$ cat config.mk
export PLATFORM = sky130hd
export DESIGN_NAME = conv_geometry
export DESIGN_NICKNAME = d
export VERILOG_FILES = /design/src/logic/conv_pkg.sv /design/src/logic/conv_geometry.sv
export SDC_FILE = /design/constraint.sdc
export NUM_CORES = 2
export LEC_CHECK = 0
export ABC_CLOCK_PERIOD_IN_PS = 37200
export BUFFER_PORTS_ARGS = -buffer_cell sky130_fd_sc_hd__buf_2
export CAP_MARGIN = 20
export CORE_UTILIZATION = 55
export DETAILED_ROUTE_END_ITERATION = 7
export PLACE_DENSITY = 0.84
export SLEW_MARGIN = 20
export SYNTH_ARGS = -nofsm -noshare
export SYNTH_HDL_FRONTEND = slang
export SYNTH_SLANG_ARGS = --single-unit
$ cat constraint.sdc
create_clock -name vclk -period 37.2
set_clock_uncertainty 0.2 [all_clocks]
set_input_delay 5.58 -clock vclk [all_inputs]
set_output_delay 5.58 -clock vclk [all_outputs]
set_load 0.1 [all_outputs]
$ cat src/logic/conv_pkg.sv
package conv_pkg;

    //////////////////////////////////////////////////////////////////////
    // array and buffer sizes
    //////////////////////////////////////////////////////////////////////
    localparam int N_PE     = 4;
    localparam int LOG_N_PE = 2;
    localparam int N_BUF    = N_PE;
    localparam int ADDR_RAM = 16;
    localparam int IDX_W    = 16;

    // pe array pipeline depths
    localparam int LAT_MAC      = 2;
    localparam int LAT_ADD_TREE = 2;
    localparam int LAT_FB_ADD   = 1;
    localparam int LAT_NL       = 1;

    typedef struct packed {
        logic [IDX_W-1:0] data_wid;
        logic [IDX_W-1:0] data_hei;
        logic [IDX_W-1:0] data_ch;
        logic [IDX_W-1:0] filter_wid;
        logic [IDX_W-1:0] filter_hei;
        logic [IDX_W-1:0] filter_num;
    } conv_cfg_t;

    typedef struct packed {
        logic [IDX_W-1:0]                 input_size;
        logic [IDX_W-1:0]                 out_wid;
        logic [IDX_W-1:0]                 out_size;
        logic [IDX_W-1:0]                 filter_size;
        logic [IDX_W-1:0]                 fb_full;      // full filter blocks
        logic [IDX_W-1:0]                 cb_full;      // full channel blocks
        logic [IDX_W-1:0]                 fbe;
        logic [IDX_W-1:0]                 cbe;
        logic [LOG_N_PE-1:0]              extra_f;
        logic [N_PE-1:0]                  extra_c_mask;
        logic [N_BUF-1:0][ADDR_RAM-1:0]   kern_base;    // kernels start after the images
        logic [IDX_W-1:0]                 kern_stride;
        logic [IDX_W-1:0]                 win_lat;
        logic [IDX_W-1:0]                 row_period;   // gate period of one input row
    } conv_geom_t;

    typedef struct packed {
        logic [IDX_W-1:0] fb;
        logic [IDX_W-1:0] cb;
        logic             fbe_on;
        logic             cbe_on;
        logic             first_cb;
        logic             last_cb;
    } block_pos_t;

    typedef struct packed {
        logic [N_BUF-1:0]               en;
        logic [N_BUF-1:0][ADDR_RAM-1:0] addr;
    } buf_port_t;

    typedef struct packed {
        logic [N_PE-1:0][N_PE-1:0] shift_filter;   // [filter row][channel column]
        logic [N_PE-1:0][N_PE-1:0] shift_line;
        logic [N_PE-1:0][N_PE-1:0] mac_en;
        logic                      line_buffer_reset;
    } pe_feed_t;

    typedef struct packed {
        logic [N_PE-1:0] feedback_en;
        logic [N_PE-1:0] nl_en;
    } pe_psum_t;

    // filter rows in use for the current block
    function automatic logic [N_PE-1:0] filter_mask(block_pos_t pos, conv_geom_t geom);
        logic [N_PE-1:0] m;
        for (int i = 0; i < N_PE; i++) begin
            m[i] = !pos.fbe_on || (LOG_N_PE'(i) < geom.extra_f);
        end
        return m;
    endfunction

    // channel columns in use for the current block
    function automatic logic [N_PE-1:0] channel_mask(block_pos_t pos, conv_geom_t geom);
        return pos.cbe_on ? geom.extra_c_mask : {N_PE{1'b1}};
    endfunction

endpackage

$ cat src/logic/conv_geometry.sv
`timescale 1ns/1ps

module conv_geometry import conv_pkg::*; (
    input  conv_cfg_t  cfg,
    output conv_geom_t geom
);

    logic [IDX_W-1:0]    out_hei;
    logic [LOG_N_PE-1:0] extra_c;   // channels in the partial channel block

    // stride 1, no padding
    assign out_hei = cfg.data_hei - cfg.filter_hei + 1'b1;
    assign extra_c = cfg.data_ch[LOG_N_PE-1:0];

    always_comb begin
        geom.input_size  = cfg.data_wid * cfg.data_hei;
        geom.out_wid     = cfg.data_wid - cfg.filter_wid + 1'b1;
        geom.out_size    = geom.out_wid * out_hei;
        geom.filter_size = cfg.filter_wid * cfg.filter_hei;

        geom.fb_full = cfg.filter_num >> LOG_N_PE;
        geom.cb_full = cfg.data_ch >> LOG_N_PE;
        geom.extra_f = cfg.filter_num[LOG_N_PE-1:0];
        geom.fbe     = geom.fb_full + IDX_W'(geom.extra_f != '0);
        geom.cbe     = geom.cb_full + IDX_W'(extra_c != '0);

        for (int i = 0; i < N_PE; i++) begin
            geom.extra_c_mask[i] = LOG_N_PE'(i) < extra_c;
        end

        // bank i holds cb_full or cb_full+1 images ahead of its kernels
        for (int b = 0; b < N_BUF; b++) begin
            geom.kern_base[b] = geom.input_size * (geom.cb_full + IDX_W'(geom.extra_c_mask[b]));
        end

        geom.kern_stride = geom.filter_size * cfg.filter_num;
        geom.win_lat     = (cfg.filter_hei - 1'b1) * cfg.data_wid + cfg.filter_wid;
        geom.row_period  = cfg.data_wid;    // out_wid + filter_wid - 1
    end

endmodule

Word level (Yosys, flattened, before mapping). Index checks and enable logic that the tools add are counted.

Register bits after elaboration: 0. Latch bits: 0. Bits in writable memories: 0. ROM bits: 0. Input port bits: 96. Output and inout bits: 246. Word-level logic and storage cells: 27. Memories kept: 0.

$add $sub $neg: 12. $mul: 9. Divide/modulo/power cells: 0. Magnitude comparators: 4. Equality and inequality tests: 0. Shifts and indexed selects: 0. Multiplexer cells: 0. Bitwise gates (word level): 0. Reductions and logical operators: 2.

Operators with widths (number): adder 14 x 1 -> 15 bit (6); multiplier 16 x 16 -> 16 bit (5); multiplier 16 x 15 -> 16 bit (4); adder 16 x 1 -> 16 bit (second input constant) (2); subtractor 16 bit (2); adder 16 bit (1); subtractor 16 x 1 -> 16 bit (second input constant) (1); < comparator 1 x 2 -> 1 bit (first input constant) (2); < comparator 2 bit (first input constant) (2); nonzero test 2 bit (2).

Longest topological paths before layout.
Depth in word-level cells: 3. Gate-level depth with buffers: 46.

Least setup slack after synthesis. Ideal clock, no wire load.

Path type: input port to output port. Start: input port cfg[86] (netlist bit). End: output port geom[95] (netlist bit). Arrival time: 18.719 ns. Required time: 31.420 ns. Setup slack: 12.701 ns. Stages on the path: 41. Buffers on the path: 3. Cells stage by stage: clkbuf_1 clkbuf_1 nand2_1 fa_1 fa_1 fa_1 inv_1 fa_1 inv_1 fa_1 fa_1 inv_1 ha_1 clkbuf_1 or2_2 a21oi_1 a21oi_1 xor2_1 [5 not listed] inv_1 fa_1 inv_1 fa_1 inv_1 fa_1 xnor2_1 xnor2_1 xnor2_1 xnor2_1 xnor2_1 xnor3_1 xnor2_1 xnor2_1 xnor2_1 xnor3_1 xnor2_1 xnor2_1.

RTL lines: start, declared (RTL line conv_geometry.sv:4) `input conv_cfg_t cfg,`; end, declared (RTL line conv_geometry.sv:5) `output conv_geom_t geom`.

==> flow_summary.toml <==
[worst_setup_path]
crit_slowest_cell = "nand3_1"
end_kind = "output pin"
crit_type = "input pin to output pin"
start_kind = "input pin"
critPathMaxStageDelay_ns = 0.63
arrival_ns = 17.15
critPathRequiredTime_ns = 31.42
worstPathMaxFanout = 52

[global_route]
grt_pass1_wl_mm = 166
overflow = 0
grt_max_degree = 59
antenna_found_initial = 2
track_usage_pct = 29.4
first_global_vias = 32347

[cells_and_area]
fillerInstances = 5886
mostFrequentLayoutCell = "inv_1"
regArea_um2 = 0
area_delta_synth_final_pct = 5.19
numSequentialCells = 0
diodes = 0
clkbuf_count = 0
finish.instance_area_um2 = 40200
drive_gt1_share_pct = 8.39
instances_no_fill = 5689
final_cell_mix = "inv_1 (1057), fa_1 (739), nand2_1 (669)"
final_nets = 6083

[run_status]
outcome = "finished clean"

[floorplan]
die_height_um = 266
die_x_um = 266
initial_core_util_pct = 55.7
pin_count = 342
fp.coreArea_um2 = 68700
row_count = 96
die_area_um2 = 70600

[drt]
wl_met2_mm = 48.0
detail_route.wl_per_cell_um = 18.0
vias_per_cell = 5.45
dr.pass1.iters = 7
wl_met3_mm = 10.7
wl_mm = 102
dr.max_layer_used = "met5"
drcViolationCount = 0
wl_met1_mm = 39.4
route.vias.total = 30985
postRouteAntennaNets = 0
drtIter0Drc = 2336

[min_path]
hold_path.class = "input pin to output pin"

[yosys]
ys_seq_area_share_pct = 0
yosysUniqueCellTypes = 69
syn_area_per_cell_um2 = 8.27
ys_warn_count = 0
netlist_area_um2 = 38300
syn_inst = 4625

[placed_design]
dpl.hpwl_mm = 81.9
place_ws_ns = 14.34
io_buffers = 335
gp_congestion = 0.966
dpl_cell_area_um2 = 40200
post-place-cells = 5689

[sta]
finalHoldViolations = 0
relSlewSlack_pct = 22.4
fin_crit_ns = 22.93
finalWorstSetupSlack_ns = 14.27
period_share_pct = 61.6
slew_viol_final = 0
setup_viol = 0
rsz0062_at_grt = "no"
setup_tns_ns = 0
worstMarginPinSlew_ns = 1.16
timing.fmax_ghz = 0.0436

[flow_run]
maxCapViolCount = 0

[clock_tree]
postCtsHoldBufs = 0
cts.repair.resized = 0
cts_setup_buffers = 0
-- layer usage --
metal,global-route usage (%),vias up
met5,0,-
met4,10.2,4
met3,4.72,323
met2,49.4,1639
met1,38.5,15232
li1,-,13787
-- worst max-delay path: cells and delay by family --
family	cells	cell delay, ns
simple gates	4	1.46
xor+xnor	12	2.33
compound gates	3	0.67
buf+inv	12	1.50
fa+ha+maj	13	5.55
-- cell families (layout without fill, tap and decap cells) --
kind of cell | count (synthesis) | in the layout | share of synthesized area [%]
adder cells (fa/ha/maj) | 1227 | 1227 | 54.6
multiplexers | 4 | 4 | 0.111
AO/OA/AOI/OAI | 215 | 215 | 3.60
XOR/XNOR | 431 | 431 | 10.2
buffers and inverters | 1297 | 1424 | 13.3
other | 1 | 7 | 0.00980
AND/OR/NAND/NOR | 1450 | 1450 | 18.1
-- synth_stat cells (3+ instances only) --
library cell | instances | share of area, %
inv_1 | 1058 | 10
fa_1 | 739 | 39
nand2_1 | 669 | 6.6
ha_1 | 488 | 16
and2_1 | 359 | 5.9
xnor2_1 | 340 | 7.8
nor2_1 | 194 | 1.9
clkbuf_1 | 161 | 1.6
xor2_1 | 79 | 1.8
a21oi_1 | 74 | 0.97
nor2b_1 | 73 | 1.2
buf_4 | 58 | 1.1
and3_1 | 36 | 0.59
o21ai_0 | 31 | 0.41
o21bai_1 | 30 | 0.59
a21o_1 | 28 | 0.55
nand3_1 | 26 | 0.34
nand2b_1 | 21 | 0.34
nor3_1 | 20 | 0.26
o21a_1 | 16 | 0.31
nand4_1 | 14 | 0.23
or2_2 | 13 | 0.21
buf_2 | 9 | 0.12
xnor3_1 | 8 | 0.47
a211oi_1 | 7 | 0.14
buf_1 | 5 | 0.049
clkinv_1 | 5 | 0.049
a21boi_0 | 4 | 0.078
a31o_2 | 3 | 0.069
and4_1 | 3 | 0.069
nor4_1 | 3 | 0.049
o41ai_1 | 3 | 0.069
xnor2_2 | 3 | 0.13
-- area by class of cell --
| class | instances | area, µm² | share of cell area [%] |
|---|---|---|---|
| inverters | 1063 | 3990 | 9.91 |
| multi-input cells | 3334 | 33200 | 82.5 |
| repair buffers | 361 | 1870 | 4.65 |
| well taps | 931 | 1160 | 2.89 |
-- metrics by stage --
stage / hold slack (ns) / utilization, %
after global placement: 11.39 / 58.5
after detailed placement: 11.39 / 58.5
after CTS: 11.39 / 58.5
final: 11.39 / 58.6
after floorplan: 11.17 / -
after global routing: 11.39 / 58.6
-- worst paths after layout --
| kind | startpoint | to | slack (ns) | cells past startpoint |
|---|---|---|---|---|
| worst max-delay path | cfg[80] | geom[95] | 14.27 | 44 |
| worst min-delay path | cfg[95] | geom[15] | 11.39 | 2 |
Power is left out: the tool's default activity adds up to more than one toggle a clock period on the data nets, which glitch-free logic cannot reach.
