`src/logic/conv_pkg.sv`:
```
package conv_pkg;

    //////////////////////////////////////////////////////////////////////
    // array and buffer sizes
    //////////////////////////////////////////////////////////////////////
    localparam int N_PE     = 4;
    localparam int LOG_N_PE = 2;
    localparam int N_BUF    = N_PE;
    localparam int ADDR_RAM = 16;
    localparam int IDX_W    = 16;

    // pe array pipeline depths
    localparam int LAT_MAC      = 2;
    localparam int LAT_ADD_TREE = 2;
    localparam int LAT_FB_ADD   = 1;
    localparam int LAT_NL       = 1;

    typedef struct packed {
        logic [IDX_W-1:0] data_wid;
        logic [IDX_W-1:0] data_hei;
        logic [IDX_W-1:0] data_ch;
        logic [IDX_W-1:0] filter_wid;
        logic [IDX_W-1:0] filter_hei;
        logic [IDX_W-1:0] filter_num;
    } conv_cfg_t;

    typedef struct packed {
        logic [IDX_W-1:0]                 input_size;
        logic [IDX_W-1:0]                 out_wid;
        logic [IDX_W-1:0]                 out_size;
        logic [IDX_W-1:0]                 filter_size;
        logic [IDX_W-1:0]                 fb_full;      // full filter blocks
        logic [IDX_W-1:0]                 cb_full;      // full channel blocks
        logic [IDX_W-1:0]                 fbe;
        logic [IDX_W-1:0]                 cbe;
        logic [LOG_N_PE-1:0]              extra_f;
        logic [N_PE-1:0]                  extra_c_mask;
        logic [N_BUF-1:0][ADDR_RAM-1:0]   kern_base;    // kernels start after the images
        logic [IDX_W-1:0]                 kern_stride;
        logic [IDX_W-1:0]                 win_lat;
        logic [IDX_W-1:0]                 row_period;   // gate period of one input row
    } conv_geom_t;

    typedef struct packed {
        logic [IDX_W-1:0] fb;
        logic [IDX_W-1:0] cb;
        logic             fbe_on;
        logic             cbe_on;
        logic             first_cb;
        logic             last_cb;
    } block_pos_t;

    typedef struct packed {
        logic [N_BUF-1:0]               en;
        logic [N_BUF-1:0][ADDR_RAM-1:0] addr;
    } buf_port_t;

    typedef struct packed {
        logic [N_PE-1:0][N_PE-1:0] shift_filter;   // [filter row][channel column]
        logic [N_PE-1:0][N_PE-1:0] shift_line;
        logic [N_PE-1:0][N_PE-1:0] mac_en;
        logic                      line_buffer_reset;
    } pe_feed_t;

    typedef struct packed {
        logic [N_PE-1:0] feedback_en;
        logic [N_PE-1:0] nl_en;
    } pe_psum_t;

    // filter rows in use for the current block
    function automatic logic [N_PE-1:0] filter_mask(block_pos_t pos, conv_geom_t geom);
        logic [N_PE-1:0] m;
        for (int i = 0; i < N_PE; i++) begin
            m[i] = !pos.fbe_on || (LOG_N_PE'(i) < geom.extra_f);
        end
        return m;
    endfunction

    // channel columns in use for the current block
    function automatic logic [N_PE-1:0] channel_mask(block_pos_t pos, conv_geom_t geom);
        return pos.cbe_on ? geom.extra_c_mask : {N_PE{1'b1}};
    endfunction

endpackage

```
`src/logic/kernel_loader.sv`:
```
`timescale 1ns/1ps

module kernel_loader import conv_pkg::*; (
    input  logic       clk,
    input  logic       rst,
    input  logic       start,
    input  conv_geom_t geom,
    input  block_pos_t pos,
    output logic       done,
    output buf_port_t  buf1_rd,
    output logic [N_PE-1:0][N_PE-1:0] shift_filter
);

    typedef enum logic [1:0] {LD_IDLE, LD_READ, LD_GAP} ld_state_t;

    ld_state_t           state;
    logic [LOG_N_PE-1:0] f_mod;
    logic [LOG_N_PE-1:0] last_f;
    logic [IDX_W-1:0]    kern_idx;
    logic [ADDR_RAM-1:0] kern_off;
    logic [N_PE-1:0]     cmask;
    logic [N_PE-1:0]     sf_mask;    // read banks delayed by one cycle
    logic [LOG_N_PE-1:0] sf_row;

    assign last_f   = pos.fbe_on ? geom.extra_f - 1'b1 : LOG_N_PE'(N_PE - 1);
    assign cmask    = channel_mask(pos, geom);
    // filter number N_PE*fb + f_mod is a plain concatenation
    assign kern_off = geom.kern_stride * pos.cb
                    + geom.filter_size * {pos.fb[IDX_W-LOG_N_PE-1:0], f_mod}
                    + kern_idx;
    assign done = (state == LD_GAP) && (f_mod == last_f);

    always_ff @(posedge clk or posedge rst) begin
        if (rst) begin
            state    <= LD_IDLE;
            f_mod    <= '0;
            kern_idx <= '0;
            sf_mask  <= '0;
        end else begin
            sf_mask <= (state == LD_READ) ? cmask : '0;
            case (state)
                LD_IDLE: if (start) begin
                    state    <= LD_READ;
                    f_mod    <= '0;
                    kern_idx <= '0;
                end
                LD_READ: begin
                    kern_idx <= kern_idx + 1'b1;
                    if (kern_idx == geom.filter_size - 1'b1) begin
                        state    <= LD_GAP;
                        kern_idx <= '0;
                    end
                end
                default: begin    // control cycle between filters
                    state <= done ? LD_IDLE : LD_READ;
                    f_mod <= f_mod + 1'b1;
                end
            endcase
        end
    end

    always_ff @(posedge clk) begin
        sf_row <= f_mod;
    end

    always_comb begin
        buf1_rd = '0;
        for (int b = 0; b < N_BUF; b++) begin
            if (state == LD_READ && cmask[b]) begin
                buf1_rd.en[b]   = 1'b1;
                buf1_rd.addr[b] = geom.kern_base[b] + kern_off;
            end
        end
        for (int r = 0; r < N_PE; r++) begin
            shift_filter[r] = (LOG_N_PE'(r) == sf_row) ? sf_mask : '0;
        end
    end

endmodule

```
`src/logic/image_feeder.sv`:
```
`timescale 1ns/1ps

module image_feeder import conv_pkg::*; (
    input  logic       clk,
    input  logic       rst,
    input  logic       start,
    input  conv_geom_t geom,
    input  block_pos_t pos,
    output buf_port_t  buf1_rd,
    output logic [N_PE-1:0][N_PE-1:0] shift_line,
    output logic [N_PE-1:0][N_PE-1:0] mac_en
);

    logic                rd_on;
    logic [IDX_W-1:0]    rd_idx;     // also the cycle count of the block
    logic                sl_on;
    logic                mac_on;
    logic [ADDR_RAM-1:0] img_base;
    logic [N_PE-1:0]     fmask;
    logic [N_PE-1:0]     cmask;

    assign img_base = geom.input_size * pos.cb;
    assign fmask    = filter_mask(pos, geom);
    assign cmask    = channel_mask(pos, geom);
    // window full from win_lat up to the last pixel
    assign mac_on   = rd_on && (rd_idx >= geom.win_lat);

    always_ff @(posedge clk or posedge rst) begin
        if (rst) begin
            rd_on  <= 1'b0;
            rd_idx <= '0;
            sl_on  <= 1'b0;
        end else begin
            sl_on <= rd_on;
            if (start) begin
                rd_on  <= 1'b1;
                rd_idx <= '0;
            end else if (rd_on) begin
                rd_idx <= rd_idx + 1'b1;
                if (rd_idx == geom.input_size - 1'b1) begin
                    rd_on <= 1'b0;
                end
            end
        end
    end

    always_comb begin
        buf1_rd = '0;
        for (int b = 0; b < N_BUF; b++) begin
            if (rd_on && cmask[b]) begin
                buf1_rd.en[b]   = 1'b1;
                buf1_rd.addr[b] = img_base + rd_idx;
            end
        end
    end

    always_comb begin
        for (int r = 0; r < N_PE; r++) begin
            for (int c = 0; c < N_PE; c++) begin
                shift_line[r][c] = sl_on && fmask[r] && cmask[c];
                mac_en[r][c]     = mac_on && fmask[r] && cmask[c];
            end
        end
    end

endmodule

```
`src/logic/conv_loop_seq.sv`:
```
`timescale 1ns/1ps

module conv_loop_seq import conv_pkg::*; (
    input  logic       clk,
    input  logic       rst,
    input  logic       start,
    input  conv_geom_t geom,
    output block_pos_t pos,
    output logic       stream_start,
    input  logic       stream_done,
    output logic       done,
    output buf_port_t  buf1_rd,
    output pe_feed_t   pe_feed
);

    typedef enum logic [2:0] {ST_IDLE, ST_FB, ST_CB, ST_LOAD, ST_STREAM} seq_state_t;

    seq_state_t       state;
    logic [IDX_W-1:0] fb;
    logic [IDX_W-1:0] cb;
    logic             fbe_on;
    logic             cbe_on;
    logic             load_start;
    logic             load_done;
    buf_port_t        ld_rd;
    buf_port_t        fd_rd;
    logic [N_PE-1:0][N_PE-1:0] shift_filter;
    logic [N_PE-1:0][N_PE-1:0] shift_line;
    logic [N_PE-1:0][N_PE-1:0] mac_en;

    assign load_start   = (state == ST_CB) && (cb != geom.cbe);
    assign stream_start = (state == ST_LOAD) && load_done;
    assign done         = (state == ST_FB) && (fb == geom.fbe);

    //////////////////////////////////////////////////////////////////////
    // filter block loop around channel block loop
    //////////////////////////////////////////////////////////////////////
    always_ff @(posedge clk or posedge rst) begin
        if (rst) begin
            state  <= ST_IDLE;
            fb     <= '0;
            cb     <= '0;
            fbe_on <= 1'b0;
            cbe_on <= 1'b0;
        end else begin
            case (state)
                ST_IDLE: if (start) begin
                    state <= ST_FB;
                    fb    <= '0;
                end
                ST_FB: begin
                    if (done) begin
                        state <= ST_IDLE;
                    end else begin
                        state  <= ST_CB;
                        cb     <= '0;
                        fbe_on <= (fb == geom.fb_full);   // partial block comes last
                    end
                end
                ST_CB: begin
                    if (load_start) begin
                        state  <= ST_LOAD;
                        cbe_on <= (cb == geom.cb_full);
                    end else begin
                        state <= ST_FB;
                        fb    <= fb + 1'b1;
                    end
                end
                ST_LOAD: if (load_done) state <= ST_STREAM;
                default: if (stream_done) begin
                    state <= ST_CB;
                    cb    <= cb + 1'b1;
                end
            endcase
        end
    end

    always_comb begin
        pos.fb       = fb;
        pos.cb       = cb;
        pos.fbe_on   = fbe_on;
        pos.cbe_on   = cbe_on;
        pos.first_cb = (cb == '0);
        pos.last_cb  = (cb == geom.cbe - 1'b1);
    end

    kernel_loader u_loader (
        .clk          (clk),
        .rst          (rst),
        .start        (load_start),
        .geom         (geom),
        .pos          (pos),
        .done         (load_done),
        .buf1_rd      (ld_rd),
        .shift_filter (shift_filter)
    );

    image_feeder u_feeder (
        .clk        (clk),
        .rst        (rst),
        .start      (stream_start),
        .geom       (geom),
        .pos        (pos),
        .buf1_rd    (fd_rd),
        .shift_line (shift_line),
        .mac_en     (mac_en)
    );

    // loader and feeder never read in the same cycle
    assign buf1_rd = ld_rd | fd_rd;

    always_comb begin
        pe_feed.shift_filter      = shift_filter;
        pe_feed.shift_line        = shift_line;
        pe_feed.mac_en            = mac_en;
        pe_feed.line_buffer_reset = (state != ST_STREAM);
    end

endmodule

```
`config.mk`:
```
export PLATFORM = sky130hd
export DESIGN_NAME = conv_loop_seq
export DESIGN_NICKNAME = d
export VERILOG_FILES = /design/src/logic/conv_pkg.sv /design/src/logic/kernel_loader.sv /design/src/logic/image_feeder.sv /design/src/logic/conv_loop_seq.sv
export SDC_FILE = /design/constraint.sdc
export NUM_CORES = 1
export LEC_CHECK = 0
export ABC_AREA = 1
export BUFFER_PORTS_ARGS = -buffer_cell sky130_fd_sc_hd__buf_2
export CAP_MARGIN = 40
export CORE_ASPECT_RATIO = 1.2
export CORE_UTILIZATION = 45
export DETAILED_ROUTE_END_ITERATION = 8
export GPL_TIMING_DRIVEN = 0
export PLACE_DENSITY = 0.69
export SETUP_SLACK_MARGIN = 0.02
export SLEW_MARGIN = 5
export SYNTH_ARGS = -nofsm -noshare
export SYNTH_HDL_FRONTEND = slang
export SYNTH_SLANG_ARGS = --single-unit
```
`constraint.sdc`:
```
create_clock -name clk -period 11 [get_ports clk]
set_input_delay 2.2 -clock clk [delete_from_list [all_inputs] [get_ports clk]]
set_output_delay 2.2 -clock clk [all_outputs]
set_load 0.03 [all_outputs]
```
* After elaboration in Yosys (flattened, before gate mapping)
Cells that the tools add are included.
Word-level totals: register bits 81, input bits 250, output and inout port bits 155, logic and storage cells 189
Operators by class: add/sub/neg operators 16, $mul 3, order comparisons 5, equal/unequal tests 23, muxes and demuxes 49, bitwise operators 4, reduce and logical (&&, ||, !) cells 76
Operators with widths (number):
- $mux W16 | 16
- $add A16 B16 Y16 | 7
- $eq A16 B16 Y1 | 6
- $pmux W16 S2 | 3
- $or A68 B68 Y68 | 1
- $add A16 B1 Y16 const B | 4
- $logic_and A1 B1 Y1 | 53
- $mul A16 B16 Y16 | 3
- $sub A16 B1 Y16 const B | 3
- $mux W4 | 6
- $ge A16 B16 Y1 | 1
- $logic_not A16 Y1 | 1
- $ne A16 B16 Y1 | 1
- $mux W1 | 12
- $mux W2 | 6
- $ne A2 B2 Y1 const B | 6
- $pmux W3 S4 | 1
- $reduce_and A2 Y1 | 5
- $mux W3 | 3
- $reduce_and A3 Y1 | 3
- $pmux W2 S2 | 2
- $reduce_bool A2 Y1 | 4
- $eq A3 B2 Y1 const B | 2
- $reduce_bool A5 Y1 | 1
- other kinds (17) | 26

* Logic depth before layout (Yosys ltp)
word-level depth 6, depth in mapped cells 41, gate-level depth less buffers 38

* Cells and area by module
Synthesis repeated with hierarchy kept, for this count alone.
Unflattened totals: cells, all modules 3721, area, all modules 25146.6 um2
By module, submodules not included:
- kernel_loader | times used 1, cells each 2030, area each 13904.6 um2, sequential area each 640.6 um2
- image_feeder | times used 1, cells each 1065, area each 7043.0 um2, sequential area each 450.4 um2
- conv_loop_seq | times used 1, cells each 626, area each 4199.0 um2, sequential area each 925.9 um2

* Worst setup path after synthesis
OpenSTA, ideal clock, no wires.
path type input to output, from in geom[37] in the netlist's numbering, to out buf1_rd[15] in the netlist's numbering, arrival time 9189 ps, required time 8800 ps, path slack -389 ps, cell stages on the path 37, path buffers 1, cell sequence clkbuf_1 -> nand2_1 -> inv_1 -> fa_1 -> fa_1 -> fa_1 -> inv_1 -> fa_1 -> fa_1 -> inv_1 -> fa_1 -> fa_1 -> inv_1 -> fa_1 -> inv_1 -> ha_1 -> a21oi_1 -> inv_1 -> a31oi_1 -> xor2_1 -> inv_1 -> ha_1 -> nand2_1 -> nor3_1 -> nand3_1 -> nand4_1 -> nand2_1 -> nand2_1 -> a21oi_1 -> or2_2 -> nand2_1 -> nand2_1 -> nand2_1 -> inv_1 -> nand2_1 -> nand3_1 -> nand2_1
RTL lines:
- from (decl) | line conv_loop_seq.sv:7 | input conv_geom_t geom,
- to (decl) | line conv_loop_seq.sv:12 | output buf_port_t buf1_rd,

==> metrics.md <==
| Metric | Value |
|---|---|
| Yosys warnings | 0 |
| R2r startpoint | cb[3] |
| Vias in the first global route | 23,300 |
| Async set-reset flop share out of synthesis | a little over nine tenths |
| Hold slack | 0.364 ns |
| Unrepaired setup endpoints after global routing | yes |
| Hold_sp | u_loader.f_mod[0] |
| Drt initial violations | 1,741 |
| Avg Inst Size Synth | 6.91 um^2 |
| DIE WIDTH | 212 um |
| Worst slew margin | between 30% and 40% |
| P per Cell Area | 330 mW/mm^2 |
| Peak VDD IR | 0.477 mV |
| Die height | 254 um |
| Seq/Total Area, Yosys | 8.47% |
| Top FF cell, synth | dfrtp_1 |
| Violated checks | DRC, setup timing |
| H-tree depth | 3 |
| Pleak | roughly 16 nW |
| Final worst slack | -0.763 ns |
| Core area | 0.0524 mm^2 |
| Row count | around 90 |
| Slowest CP cell | fa_1 |
| Clock buffer depth | 2 |
| Endpoint type of the worst setup path | output port |
| I/O pin total | 405 |
| Final Hold Fails | 0 |
| Arr. time, crit path | 9.56 ns |
| Cell area after layout | 0.0289 mm^2 |
| Peak Freq | 0.0850 GHz |
| Die Area | roughly 0.054 mm^2 |
| Commonest non-fill, non-tap cell in the layout | inv_1 |
| EDFF count, synth | 0 |
| Most frequent cells in the layout | 838 x inv_1, 767 x nand2_1, 332 x buf_2 |
| CTS tree | yes |
| Pwr Total | 0.00955 W |
| Seq cells post-synth | between 80 and 90 |
| Post-synth top area cell | fa_1 |
| Initial antenna violation count | 9 |
| Largest net degree at the start of global routing | 43 |
| Slew Viols, Final | 0 |
| Synth top area share | between 20 and 25% |
| Final Wtd Congestion | between 0.9 and 1 |
| Crit start category | input pin |
| Mapped Area | 0.0238 mm^2 |
| Hold Buf Count CTS | 0 |
| # nets final | 4,628 |
| Syn-to-layout area delta | 21.5% |
| Crit path largest cell delay | 0.53 ns |
| Worst hold-check path type | register to register |
| Worst-Skew Late Latency | approximately 0.38 ns |
| WL/cell | between 15 and 20 um |
| IO buf count | approximately 340 |
| Syn_nets | roughly 4,200 |
| Critical path type | input pin to output port |
| Gate count of the mapped netlist | 3,444 |
| DRT Pass-1 Iters | 9 |
| Status | complete, but fails checks |
| Place WS | -1.58 ns |
| DR vias | 23,800 |
| Worst-Margin Slew | 0.921 ns |
| Post-Route WL | 82,200 um |
| Critical Path Most Common Cell | fa_1 |
| Sink Count | 81 |
| Clock transition at the registers of the reported paths | approximately 0.070 ns |
| Crit share post-route | 107% |
| Worst Path Max Fanout | 6 |
| Tmin final | 11.76 ns |
| Area post-placement | 0.0268 mm^2 |
| Gr ovfl total | 0 |
| Total CTS buffers | 9 |
| Vias/cell | 5.20 |
| Max Cap Viol | 0 |
| Share of layout cells above drive strength 1 | 19.3% |
| Final ANT Viol Nets | 0 |
| Setup Skew | 0.0133 ns |
| Final core occ | between 50% and 60% |
| # setup viols final | 21 |
| Total GRT Usage | 30.5% |
| CP required | 8.80 ns |
| Initial Util | between 40% and 50% |
| Yosys cell types | 51 |
| Crit path from | geom[38] |
| Top cells by area, synth | fa_1 25%, inv_1 14%, nand2_1 13%, ha_1 12%, dfrtp_1 8.3% |
| Dpl hpwl | 67,900 um |
| DRC errors left | 1 |
| First-pass GRT wire length | 125,000 um |
| Clock root buffer | clkbuf_16 |
==> area by class of cell <==
cell class              instances  area (um^2)
diodes                          9         22.5
plain buffers                 119          686
fillers                      5091        23500
clock inverters                 6          115
multi-input cells            2355        19100
inverters                     885         3360
clock buffers                  10          229
flip-flops and latches         81         2020
repair buffers                400         2490
well taps                     705          882
==> critical path, delay by kind of cell <==
kind / cells / cell delay (ns)
AOI/OAI and AO/OA: 5 / 0.77
xor gates and xnor gates: 1 / 0.18
adders and majority gates: 10 / 4.45
buffers and inverters: 12 / 1.09
and+or+nand+nor: 8 / 0.87
==> sequential cells by signal, summed over array words and instances (netlist names) <==
register and count:
u_feeder.sl_on 1, u_loader.kern_idx 16, u_feeder.rd_idx 16, fb 16
u_loader.state 2, cbe_on 1, fbe_on 1, cb 16
u_feeder.rd_on 1, state 3, u_loader.sf_row 2, u_loader.f_mod 2
u_loader.sf_mask 4
==> cell usage after synthesis, types with 9 or more instances <==
cell,count
dfrtp_1,79
fa_1,296
o22ai_1,27
xnor2_1,86
inv_1,876
xor2_1,116
nor3_1,61
buf_1,16
nor4_1,26
o2111ai_1,9
nor2_1,195
nand2_1,803
o32ai_1,12
or2_2,29
clkbuf_1,56
nand3_1,136
a21oi_1,117
ha_1,231
buf_2,38
o21ai_0,104
nand4_1,36
==> path summary, 6_finish.rpt <==
path                                   endpoint  slack (ns)  cells past startpoint
hold reg to reg              u_loader.sf_row[0]        0.36                      0
setup reg to reg              u_loader.f_mod[0]        8.17                     10
setup / recovery                    buf1_rd[62]       -0.76                     36
hold / removal               u_loader.sf_row[0]        0.36                      0
max in group asynchronous  u_loader.kern_idx[0]        8.46                      3
min in group asynchronous                cb[12]        1.88                      2
==> kinds of logic after synthesis <==
| group | synth area share (%) |
|---|---|
| DFF | 8.47 |
| AOI/OAI and AO/OA | 7.58 |
| xor gates and xnor gates | 7.43 |
| and+or+nand+nor | 23.1 |
| buffers and inverters | 16.4 |
| adders and majority gates | 37.0 |
==> metal layers <==
layer | track usage, % | vias up | wire length, um
met1 | 37.7 | 11400 | 32400
met4 | 16.2 | 0 | 4580
met3 | 3.89 | 249 | 5530
met5 | 0 | - | 0
met2 | 51.7 | 932 | 39700
li1 | - | 11200 | -
==> through the flow <==
step,TNS (ns),std cells
after global placement,-29.25,4487
after CTS,-8.56,4544
after global routing,-16.65,4570
after detailed placement,-28.65,4494
final,-9.80,4570
after floorplan,-0.212,3444
==> report_power, final <==
part / switching [W] / internal (W)
combinational: 0.00531 / 0.00345
sequential: 0.0000685 / 0.000356
clock: 0.000149 / 0.000223
total: 0.00552 / 0.00403
==> timing repair <==
action,4_1_cts,5_1_grt
pin swaps,89,73
buffers inserted,38,16
gates resized for setup,209,156
endpoints found under the setup margin,33,32
Note: power is estimated with default switching activity, not from simulation.
