===== config.mk =====
export PLATFORM = sky130hd
export DESIGN_NAME = psum_path
export DESIGN_NICKNAME = d
export VERILOG_FILES = /design/src/logic/conv_pkg.sv /design/src/logic/row_gated_phase.sv /design/src/logic/psum_path.sv
export SDC_FILE = /design/constraint.sdc
export NUM_CORES = 1
export LEC_CHECK = 0
export BUFFER_PORTS_ARGS = -buffer_cell sky130_fd_sc_hd__buf_2
export CORE_MARGIN = 4
export CORE_UTILIZATION = 30
export DETAILED_ROUTE_END_ITERATION = 10
export PLACE_DENSITY = 0.54
export SLEW_MARGIN = 20
export SYNTH_ARGS = -nofsm -noshare
export SYNTH_HDL_FRONTEND = slang
export SYNTH_SLANG_ARGS = --single-unit

===== constraint.sdc =====
create_clock -name clk -period 18.9 [get_ports clk]
set_input_delay 0.945 -clock clk [delete_from_list [all_inputs] [get_ports clk]]
set_output_delay 0.945 -clock clk [all_outputs]
set_load 0.01 [all_outputs]

===== src/logic/conv_pkg.sv =====
package conv_pkg;

    //////////////////////////////////////////////////////////////////////
    // array and buffer sizes
    //////////////////////////////////////////////////////////////////////
    localparam int N_PE     = 4;
    localparam int LOG_N_PE = 2;
    localparam int N_BUF    = N_PE;
    localparam int ADDR_RAM = 16;
    localparam int IDX_W    = 16;

    // pe array pipeline depths
    localparam int LAT_MAC      = 2;
    localparam int LAT_ADD_TREE = 2;
    localparam int LAT_FB_ADD   = 1;
    localparam int LAT_NL       = 1;

    typedef struct packed {
        logic [IDX_W-1:0] data_wid;
        logic [IDX_W-1:0] data_hei;
        logic [IDX_W-1:0] data_ch;
        logic [IDX_W-1:0] filter_wid;
        logic [IDX_W-1:0] filter_hei;
        logic [IDX_W-1:0] filter_num;
    } conv_cfg_t;

    typedef struct packed {
        logic [IDX_W-1:0]                 input_size;
        logic [IDX_W-1:0]                 out_wid;
        logic [IDX_W-1:0]                 out_size;
        logic [IDX_W-1:0]                 filter_size;
        logic [IDX_W-1:0]                 fb_full;      // full filter blocks
        logic [IDX_W-1:0]                 cb_full;      // full channel blocks
        logic [IDX_W-1:0]                 fbe;
        logic [IDX_W-1:0]                 cbe;
        logic [LOG_N_PE-1:0]              extra_f;
        logic [N_PE-1:0]                  extra_c_mask;
        logic [N_BUF-1:0][ADDR_RAM-1:0]   kern_base;    // kernels start after the images
        logic [IDX_W-1:0]                 kern_stride;
        logic [IDX_W-1:0]                 win_lat;
        logic [IDX_W-1:0]                 row_period;   // gate period of one input row
    } conv_geom_t;

    typedef struct packed {
        logic [IDX_W-1:0] fb;
        logic [IDX_W-1:0] cb;
        logic             fbe_on;
        logic             cbe_on;
        logic             first_cb;
        logic             last_cb;
    } block_pos_t;

    typedef struct packed {
        logic [N_BUF-1:0]               en;
        logic [N_BUF-1:0][ADDR_RAM-1:0] addr;
    } buf_port_t;

    typedef struct packed {
        logic [N_PE-1:0][N_PE-1:0] shift_filter;   // [filter row][channel column]
        logic [N_PE-1:0][N_PE-1:0] shift_line;
        logic [N_PE-1:0][N_PE-1:0] mac_en;
        logic                      line_buffer_reset;
    } pe_feed_t;

    typedef struct packed {
        logic [N_PE-1:0] feedback_en;
        logic [N_PE-1:0] nl_en;
    } pe_psum_t;

    // filter rows in use for the current block
    function automatic logic [N_PE-1:0] filter_mask(block_pos_t pos, conv_geom_t geom);
        logic [N_PE-1:0] m;
        for (int i = 0; i < N_PE; i++) begin
            m[i] = !pos.fbe_on || (LOG_N_PE'(i) < geom.extra_f);
        end
        return m;
    endfunction

    // channel columns in use for the current block
    function automatic logic [N_PE-1:0] channel_mask(block_pos_t pos, conv_geom_t geom);
        return pos.cbe_on ? geom.extra_c_mask : {N_PE{1'b1}};
    endfunction

endpackage


===== src/logic/row_gated_phase.sv =====
`timescale 1ns/1ps

module row_gated_phase import conv_pkg::*; #(
    parameter int LAT_OFFSET = 0
) (
    input  logic             clk,
    input  logic             rst,
    input  logic             start,
    input  conv_geom_t       geom,
    output logic             active,
    output logic [IDX_W-1:0] index
);

    logic             busy;
    logic [IDX_W-1:0] lat_cnt;
    logic [IDX_W-1:0] gate_cnt;
    logic [IDX_W-1:0] target;
    logic             waiting;

    assign target  = geom.win_lat + IDX_W'(LAT_OFFSET);
    assign waiting = (lat_cnt != target);
    // first out_wid cycles of each row carry valid windows
    assign active  = busy && !waiting && (gate_cnt < geom.out_wid);

    always_ff @(posedge clk or posedge rst) begin
        if (rst) begin
            busy     <= 1'b0;
            lat_cnt  <= '0;
            gate_cnt <= '0;
            index    <= '0;
        end else if (start) begin
            busy     <= 1'b1;
            lat_cnt  <= '0;
            gate_cnt <= '0;
            index    <= '0;
        end else if (busy) begin
            if (waiting) begin
                lat_cnt <= lat_cnt + 1'b1;
            end else begin
                gate_cnt <= (gate_cnt == geom.row_period - 1'b1) ? '0 : gate_cnt + 1'b1;
                if (active) begin
                    index <= index + 1'b1;
                    if (index == geom.out_size - 1'b1) busy <= 1'b0;   // last output
                end
            end
        end
    end

endmodule


===== src/logic/psum_path.sv =====
`timescale 1ns/1ps

module psum_path import conv_pkg::*; (
    input  logic       clk,
    input  logic       rst,
    input  logic       stream_start,
    input  conv_geom_t geom,
    input  block_pos_t pos,
    output logic       stream_done,
    output buf_port_t  buf2_wr,
    output buf_port_t  buf2_rd,
    output pe_psum_t   pe_psum
);

    logic                wr_active;
    logic                fr_active;
    logic                fe_active;
    logic                nl_active;
    logic [IDX_W-1:0]    wr_index;
    logic [IDX_W-1:0]    fr_index;
    logic [ADDR_RAM-1:0] out_base;
    logic [N_PE-1:0]     fmask;

    assign out_base    = geom.out_size * pos.fb;
    assign fmask       = filter_mask(pos, geom);
    assign stream_done = wr_active && (wr_index == geom.out_size - 1'b1);

    //////////////////////////////////////////////////////////////////////
    // one timer per stage with offsets from the pe array pipeline
    //////////////////////////////////////////////////////////////////////
    row_gated_phase #(.LAT_OFFSET(LAT_MAC + LAT_ADD_TREE + LAT_FB_ADD + LAT_NL)) u_wr (
        .clk (clk), .rst (rst), .start (stream_start), .geom (geom),
        .active (wr_active), .index (wr_index)
    );

    row_gated_phase #(.LAT_OFFSET(LAT_MAC + LAT_ADD_TREE - 1)) u_fb_rd (
        .clk (clk), .rst (rst), .start (stream_start), .geom (geom),
        .active (fr_active), .index (fr_index)
    );

    row_gated_phase #(.LAT_OFFSET(LAT_MAC + LAT_ADD_TREE)) u_fb_en (
        .clk (clk), .rst (rst), .start (stream_start), .geom (geom),
        .active (fe_active), .index ()
    );

    row_gated_phase #(.LAT_OFFSET(LAT_MAC + LAT_ADD_TREE + LAT_FB_ADD)) u_nl (
        .clk (clk), .rst (rst), .start (stream_start), .geom (geom),
        .active (nl_active), .index ()
    );

    always_comb begin
        buf2_wr = '0;
        buf2_rd = '0;
        for (int b = 0; b < N_BUF; b++) begin
            if (wr_active && fmask[b]) begin
                buf2_wr.en[b]   = 1'b1;
                buf2_wr.addr[b] = out_base + wr_index;
            end
            if (fr_active && fmask[b] && !pos.first_cb) begin   // no partial sum yet on cb 0
                buf2_rd.en[b]   = 1'b1;
                buf2_rd.addr[b] = out_base + fr_index;
            end
        end
        pe_psum.feedback_en = (fe_active && !pos.first_cb) ? fmask : '0;
        pe_psum.nl_en       = (nl_active && pos.last_cb) ? fmask : '0;
    end

endmodule


[Yosys cells after proc, flatten, opt, wreduce, memory -nomap -nowiden]
Cells that the tools add are included.
Storage, ports and cells
  register bits: 196
  input bits: 285
  output and inout bits: 145
  word-level logic and storage cells: 200
Operators by class
  add/sub/neg operators: 20
  $mul: 1
  magnitude comparators: 8
  equal/unequal tests: 16
  muxes and demuxes: 82
  reduce and logical (&&, ||, !) cells: 57
Operators by type and width (number)
  $mux W16: 52
  $add A16 B1 Y16 const B: 12
  $eq A16 B16 Y1: 8
  $lt A16 B16 Y1: 4
  $ne A16 B16 Y1: 4
  $add A16 B3 Y16 const B: 3
  $add A16 B16 Y16: 2
  $sub A16 B1 Y16 const B: 2
  $mux W1: 28
  $reduce_bool A2 Y1: 12
  $logic_and A1 B1 Y1: 23
  $add A16 B2 Y16 const B: 1
  $mul A16 B16 Y16: 1
  $reduce_and A2 Y1: 8
  $reduce_and A3 Y1: 4
  $mux W4: 2
  $ne A2 B2 Y1 const B: 4
  $logic_not A1 Y1: 6
  $logic_or A1 B1 Y1: 4
  $lt A1 B2 Y1 const A: 2
  $lt A2 B2 Y1 const A: 2

[Longest topological paths before layout]
Gate-level depths: netlist of run 1.
  depth in word-level cells: 9
  gate-level depth with buffers: 29

[Cells and area by module]
A second synthesis of run 1 with hierarchy kept.
Unflattened totals
  cell total of the unflattened synthesis: 3250
  area, all modules: 25449.4 µm²
Modules (own cells, without submodules)
  psum_path: times used 1, cells an instance 919, area an instance 6610.1 µm², seq. area each 0.0 µm²
  row_gated_phase at u_fb_rd: times used 1, cells an instance 618, area an instance 4916.0 µm², seq. area each 1226.2 µm²
  row_gated_phase at u_wr: times used 1, cells an instance 578, area an instance 4724.5 µm², seq. area each 1226.2 µm²
  row_gated_phase at u_fb_en: times used 1, cells an instance 579, area an instance 4670.7 µm², seq. area each 1226.2 µm²
  row_gated_phase at u_nl: times used 1, cells an instance 556, area an instance 4528.1 µm², seq. area each 1226.2 µm²

[Worst setup path after synthesis of run 1]
OpenSTA, ideal clock, no wires.
  path kind: input-to-output
  from: input port geom[200] (netlist name)
  to: output port buf2_rd[15] (netlist name)
  data arrival time: 6.792 ns
  data required time: 17.955 ns
  slack: 11.163 ns
  stages on the path: 24
  cell sequence: clkbuf_1 -> clkbuf_1 -> and2_1 -> fa_1 -> fa_1 -> ha_1 -> fa_1 -> inv_1 -> fa_1 -> fa_1 -> inv_1 -> ha_1 -> nor2b_1 -> o2111ai_1 -> nand3_1 -> o41ai_1 -> xnor2_1 -> ha_1 -> nand2_1 -> or3_1 -> o2111ai_1 -> xor2_1 -> xnor2_1 -> nor2_1
RTL lines
  start: declaration: RTL line psum_path.sv:7  | input conv_geom_t geom,
  end: declaration: RTL line psum_path.sv:11  | output buf_port_t buf2_rd,

==> summary.md, run 1 <==
| Metric | Value |
|---|---|
| Dpl hpwl | 49500 µm |
| CTS Hold Bufs | 0 |
| RR Endpoint | u_fb_en.index[5] |
| DR WL/cell | ~17 µm |
| Tot GR Track Use | roughly 17% |
| Yosys cell types | just under 90 |
| Vias in the first global route | approximately 18000 |
| Largest fanout on the critical path | 23 |
| Root Driver | clkbuf_16 |
| RSZ-0062 raised after global routing | false |
| Cell with the most instances after synthesis | nor2_1 |
| Sequential area share after synthesis | 22.5% |
| Yosys top cell by area | dfrtp_1 |
| Period Utilization, post-route | 44.5% |
| Largest net degree at the start of global routing | between 90 and 100 |
| First-pass GRT wire length | between 100000 and 150000 µm |
| Reg-to-reg slack, setup | between 15 and 20 ns |
| Clock Power Share | between 15 and 20% |
| Final hold violations | 0 |
| Sw power | 1.21 mW |
| Final net count | between 3000 and 4000 |
| Crit path largest cell delay | ~0.55 ns |
| Pwr dens | roughly 100 nW/µm² |
| Post-synth net total | roughly 3200 |
| Largest family of logic cells by synthesized area | simple AND/OR/NAND/NOR gates |
| Max Clk Rate | around 0.12 GHz |
| Die area | 77200 µm² |
| Adder-Cell Fraction of Synth Area | ~17% |
| Cts bufs inserted | 17 |
| Initial antenna violation count | 4 |
| Synth Register Bits | between 150 and 200 |
| Setup Skew | around 0.021 ns |
| Die Span Y | ~280 µm |
| Final Worst Setup Slack | about 10 ns |
| Worst R2R Path Depth | 9 |
| Sw frac | 50.7% |
| Reg-to-reg startpoint | u_fb_en.lat_cnt[0] |
| Global route overflow | 0 |
| Commonest cells post-synth | nor2_1, xnor2_1, dfrtp_1 |
| DR pass1 iterations | 5 |
| Clock tree from TritonCTS | done |
| FFs w/ async S/R, synth | 100% |
| Area Growth Syn to Fin | 11.9% |
| Pins Over Slew Limit | 0 |
| Leakage | around 11 nW |
| CP Cell Sequence | buf_2, nand2_1, fa_1, fa_1, inv_1, ha_1, fa_1, ha_1, inv_1, fa_1, inv_1, ha_1, o21a_1, o31a_1, a21oi_1, ha_1, and3_1, a221o_1, a2111oi_0, o21bai_1, a21oi_1, xor2_1, nor2_1, buf_2 |
| Initial Utilization | between 30% and 40% |
| Top Family by Delay on Critical Path | adder cells |
| # IOs | 430 |
| Post-CTS Setup Inserts | 0 |
| CP Class | in2out |
| Post-synthesis xor/xnor area fraction | ~17% |
| EDFF count, synth | 0 |
| Reg power frac | 18.0% |
| Measured slew at the worst slew-check pin | 1.18 ns |
| Post-synthesis mux area share | 0.625% |
| DRT antenna net count | 0 |
| Mapped Cells | around 2600 |
| CTS max path bufs | 2 |
| Clk sinks | approximately 200 |
| Fin crit period | 8.41 ns |
| 1st-iter DRT viols | 1250 |
| Worst path slowest cell | fa_1 |
| P_int | between 1 and 1.5 mW |
| Vias post-DR | around 19000 |
| HP Class | in2async |
| Core ar. | between 70000 and 80000 µm² |
| Row cnt | between 90 and 100 |
| Clk_lat worst skew | 0.47 ns |
| Drt drc | 0 |
| Combinational Power Share | 65.9% |
| Share of layout cells above drive strength 1 | 12.2% |
| CTS clk-pin slew, worst paths | around 0.070 ns |
| Setup TNS | 0 ns |
| VDD IR-drop max | ~0.00010 V |
| Final WL | about 65000 µm |
| Crit start category | primary input |
| # setup viols final | 0 |
| Final hold slack | 0.559 ns |
| Gpl congestion | between 0.8 and 0.9 |
| Crit. End Element | primary output |
| Max-slew headroom | approximately a fifth |
| Simple-Gate Fraction of Synth Area | about 26% |
| Synth Area per Inst | ~8.3 µm² |
| Main area contributors after synthesis | dfrtp_1, ha_1, xnor2_1, fa_1, xor2_1 |
| Netlist Area Pre-Place | 21800 µm² |
| CP Data Arrival Time | approximately 7.5 ns |
| IO buf count | about 230 |
| Top_reg_cell synth | dfrtp_1 |
| Status | finished clean |
| Pre-CTS WS | roughly 10 ns |
| YS warnings | 0 |
| Die Wd | approximately 280 µm |
| Critical Path RT | approximately 18 ns |
| H-tree level count | 4 |
| Compound-Gate Fraction of Synth Area | a little under an eighth |
| Max cap viols | 0 |
| WP buf/inv | 5 |
| Vias/cell | about 5 |
| CTS resizes | 0 |
| Area share of the largest cell type after synthesis | 22.5% |
==> worst reg2reg max path, cell delays in order (launching register included) <==
cell and delay, ns:
dfrtp_1 0.46, xor2_1 0.19, nor4_1 0.28, nand4_1 0.16, nor4_1 0.55, and4b_1 0.36
and4_1 0.75, nand2_1 0.39, or3_1 0.40, a21oi_1 0.15
==> power groups by stage <==
stage / Combinational (mW) / Sequential [mW] / Clock, mW
after CTS: 1.60 / 0.428 / 0.397
after floorplan: 1.14 / 0.435 / 0
after detailed placement: 1.59 / 0.436 / 0
after global routing: 1.77 / 0.429 / 0.413
after global placement: 1.58 / 0.436 / 0
final: 1.57 / 0.428 / 0.385
==> final cells by class <==
cell class	instances	area, µm²
clock inverters	14	161
fillers	7574	47400
diodes	2	5.00
inverters	194	736
flip-flops and latches	196	4900
repair buffers	250	1300
multi-input cells	2117	15700
clock buffers	18	439
well taps	950	1190
==> layer usage <==
layer	vias up	track usage, %	wire length [µm]
li1	9326	-	-
met1	8931	23.4	31300
met2	476	27.4	29600
met3	67	2.09	3110
met4	2	4.02	1180
met5	-	0	13
==> kinds of logic after synthesis <==
family / Yosys count
simple gates: 1072
flops: 196
mux: 13
compound gates: 394
xor+xnor: 395
fa+ha+maj: 243
buf+inv: 313
==> how the worst max path moves through the flow <==
stage / startpoint / to / slack (ns) / depth (start not counted)
6_report: geom[198] / buf2_wr[46] / 10.49 / 24
5_1_grt: geom[203] / buf2_rd[63] / 10.04 / 25
4_1_cts: geom[198] / buf2_wr[62] / 10.44 / 24
3_5_place_dp: geom[198] / buf2_wr[62] / 10.44 / 24
3_3_place_gp: geom[198] / buf2_wr[62] / 10.47 / 24
2_1_floorplan: geom[200] / buf2_rd[15] / 11.16 / 24
==> stage by stage <==
step / util [%] / power (mW) / cells / cell area (µm²)
3_5_place_dp: 33.2 / 2.02 / 3707 / 23800
2_1_floorplan: - / 1.57 / 2626 / 21800
5_1_grt: 34.0 / 2.61 / 3741 / 24400
4_1_cts: 34.0 / 2.43 / 3739 / 24400
3_3_place_gp: 33.2 / 2.02 / 3707 / 23800
6_report: 34.0 / 2.38 / 3741 / 24400
==> layout by cell type, fill, tap and decap left out, types with 19 or more instances in the layout <==
cell	count
nand2_1	165
and3_1	68
fa_1	82
xor2_1	172
inv_1	193
and2_1	98
a21o_1	30
nand4_1	64
nor2b_1	34
nand3_1	91
a21oi_1	111
nor3_1	51
nor4_1	34
xnor3_1	19
ha_1	161
or3_1	45
o21ai_0	105
dfrtp_1	196
buf_2	231
xnor2_1	202
nor2_1	305
nand2b_1	19
==> flip-flops by register name, summed over array words and instances, names as in the netlist <==
name and flops:
u_fb_en.gate_cnt 16, u_fb_en.index 16, u_fb_en.lat_cnt 16, u_fb_rd.gate_cnt 16
u_fb_rd.index 16, u_fb_rd.lat_cnt 16, u_nl.gate_cnt 16, u_nl.index 16
u_nl.lat_cnt 16, u_wr.gate_cnt 16, u_wr.index 16, u_wr.lat_cnt 16
u_fb_en.busy 1, u_fb_rd.busy 1, u_nl.busy 1, u_wr.busy 1
Note: power is estimated with default switching activity, not from simulation.
==> run 2: changes to the inputs <==
ABC_AREA = 1   (was not set)
PLACE_DENSITY = 0.55   (was 0.54)
clock period = 7.02 ns   (was 18.9 ns; I/O delays follow)
==> run 2 against run 1 <==
Compared with the run above:
- clock-buffer cell count shrank 1
- via count up 33%
- die area up 15%
- synthesized cell count increased by 48%
- largest power group unchanged
==> summary.md, run 2 <==
| Metric | Value |
|---|---|
| Status | finished clean |
| Initial Utilization | between 30% and 40% |
| Area share of the largest cell type after synthesis | roughly 20% |
| YS warnings | 0 |
| Main area contributors after synthesis | dfrtp_1, nand2_1, inv_1, xor2_1, ha_1 |
| Clk sinks | 196 |
| Dpl hpwl | about 64000 µm |
| Post-synthesis xor/xnor area fraction | between 10% and 20% |
| DRT antenna net count | 0 |
| Clock tree from TritonCTS | done |
| Netlist Area Pre-Place | 25200 µm² |
| Row cnt | between 100 and 150 |
| Fin util | around 34% |
| CP Class | in2out |
| Yosys cell types | between 50 and 60 |
| CP Data Arrival Time | 6.36 ns |
| DP Area | ~28000 µm² |
| CTS clk-pin slew, worst paths | about 0.08 ns |
| P_int | 3.87 mW |
| Largest fanout on the critical path | 6 |
| Simple-Gate Fraction of Synth Area | ~37% |
| Cell with the most instances after synthesis | nand2_1 |
| Post-route cell area | about 29000 µm² |
| Top_reg_cell synth | dfrtp_1 |
| Root Driver | clkbuf_16 |
| Fin crit period | between 6 and 7 ns |
| Initial antenna violation count | 2 |
| Crit start category | primary input |
| Area Growth Syn to Fin | 13.1% |
| Measured slew at the worst slew-check pin | 1.03 ns |
| HP Class | in2reg |
| Clock Power Share | between 10% and 20% |
| CTS max path bufs | 2 |
| Gpl congestion | 0.895 |
| Most common cell after layout, fill and taps aside | nand2_1 |
| Period Utilization, post-route | 95.6% |
| Cts bufs inserted | 17 |
| CP most frequent cell | inv_1 |
| Die area | 88700 µm² |
| Synth Area per Inst | 6.50 µm² |
| Worst path slowest cell | fa_1 |
| Crit path largest cell delay | around 0.56 ns |
| Vias in the first global route | between 20000 and 25000 |
| Sw frac | about half |
| Adder-Cell Fraction of Synth Area | approximately 15% |
| 1st-iter DRT viols | approximately 1700 |
| Hold Path Stages | 4 |
| Crit. End Element | primary output |
| Vias/cell | approximately 4.8 |
| Post-synth net total | between 4000 and 5000 |
| Compound-Gate Fraction of Synth Area | under 10% |
| Sw power | 4.13 mW |
| Core ar. | ~83000 µm² |
| Global route overflow | 0 |
| # setup viols final | 0 |
| Leakage | about 15 nW |
| First-pass GRT wire length | 131000 µm |
| FFs w/ async S/R, synth | 100% |
| Synth Register Bits | 196 |
| Post-synthesis mux area share | 0% |
| H-tree level count | 4 |
| Die Wd | between 200 and 300 µm |
| Max cap viols | 0 |
| IO buf count | around 230 |
| Combinational Power Share | 72.9% |
| VDD IR-drop max | ~0.00043 V |
| EDFF count, synth | 0 |
| Critical Path RT | ~6.7 ns |
| Mapped Cells | a little under 4000 |
| Worst R2R Path Depth | 10 |
| Sequential area share after synthesis | between 15 and 20% |
| Largest net degree at the start of global routing | 87 |
| Reg power frac | between 10% and 20% |
| Share of layout cells above drive strength 1 | roughly 11% |
| Final net count | ~4600 |
| Yosys top cell by area | dfrtp_1 |
| Vias post-DR | roughly 25000 |
| Max Clk Rate | about 0.15 GHz |
| Commonest cells after routing, fill and taps aside | nand2_1, inv_1, nor2_1 |
| Final hold violations | 0 |
| # diodes | 0 |
| # IOs | 430 |
| Drt drc | 0 |
| Max-slew headroom | 31.0% |
| Commonest cells post-synth | nand2_1, inv_1, nor2_1 |
| Final hold slack | roughly 0.44 ns |
| Clk_lat worst skew | between 0.5 and 0.6 ns |
| Die Span Y | slightly below 300 µm |
| DR pass1 iterations | 7 |
| Setup Skew | between 0.015 and 0.02 ns |
| Tot GR Track Use | between 10% and 20% |
| DR WL/cell | ~16 µm |
| Pins Over Slew Limit | 0 |
| Largest family of logic cells by synthesized area | simple AND/OR/NAND/NOR gates |
| Final WL | ~82000 µm |
| Pwr dens | about 280 nW/µm² |
run 2: changes by cell type after synthesis, sizes merged, moves of 24 or more:
cell   before  now
a21o       30    6
nand4      65  147
xnor2     203   77
xor2      173  255
nand3      92  368
inv       194  629
nand2     165  978
or3        46    0
nor2b      34    0
buf        31   55
and2       99    5
nor2      305  414
nor3       52  103
and3       69    3
run 2: worst max-delay path, delay by kind of cell:
family | cells | cell delay (ns)
xor gates and xnor gates | 2 | 0.39
buffers and inverters | 11 | 1.15
and+or+nand+nor | 4 | 0.43
adders and majority gates | 8 | 3.71
AOI/OAI and AO/OA | 1 | 0.33
run 2: cells by family after synthesis:
group	after synthesis
fa+ha+maj	243
flops	196
compound gates	245
simple gates	2107
buf+inv	753
xor+xnor	332
run 2: worst paths after layout:
| check | from | to | slack (ns) |
|---|---|---|---|
| worst max-delay path | pos[26] | buf2_rd[45] | 0.31 |
| worst min-delay path | stream_start | u_fb_rd.index[9] | 0.44 |
| worst max register to register | u_nl.gate_cnt[13] | u_nl.index[12] | 3.64 |
| worst min register to register | u_nl.index[15] | u_nl.index[15] | 0.54 |
| max in group asynchronous | rst | u_wr.index[0] | 5.10 |
| min in group asynchronous | rst | u_fb_rd.lat_cnt[0] | 0.49 |
run 2: area by class of cell:
type                    count  area, µm²
fillers                  9148      54900
multi-input cells        2927      17700
flip-flops and latches    196       4900
inverters                 631       2380
repair buffers            290       1640
well taps                1080       1350
clock buffers              17        425
clock inverters            15        141
run 2: through the flow:
| step | power (mW) | setup WS (ns) | setup TNS (ns) | std cells |
|---|---|---|---|---|
| floorplan | 4.36 | 0.378 | 0 | 3876 |
| finish | 8.00 | 0.310 | 0 | 5156 |
| global placement | 6.24 | 0.0108 | 0 | 5121 |
| CTS | 7.29 | 0.0210 | 0 | 5154 |
| detailed placement | 6.21 | 0.0507 | 0 | 5121 |
| global route | 8.74 | -0.0376 | -0.134 | 5156 |
run 2: power by group through the flow:
| stage | registers [mW] | logic (mW) | clock network (mW) |
|---|---|---|---|
| after floorplan | 1.17 | 3.20 | 0 |
| after global placement | 1.17 | 5.07 | 0 |
| after detailed placement | 1.17 | 5.04 | 0 |
| after CTS | 1.15 | 5.09 | 1.06 |
| after global routing | 1.15 | 6.49 | 1.10 |
| final | 1.15 | 5.83 | 1.02 |
run 2: per-layer routing:
layer | part of all wire [%] | vias to the layer above | global-route usage (%)
met5 | 0 | - | 0
met4 | 1.9 | 0 | 4.36
met3 | 4.6 | 88 | 2.92
met2 | 47 | 540 | 30.6
met1 | 47 | 11700 | 24.6
li1 | - | 12700 | -
run 2: repair_timing:
item / 4_1_cts / 5_1_grt
gates resized for setup: 0 / 68
setup endpoints to repair: 0 / 34
hold buffers: 1 / 0
setup buffers: 0 / 2
endpoints found under the hold margin: 84 / 0
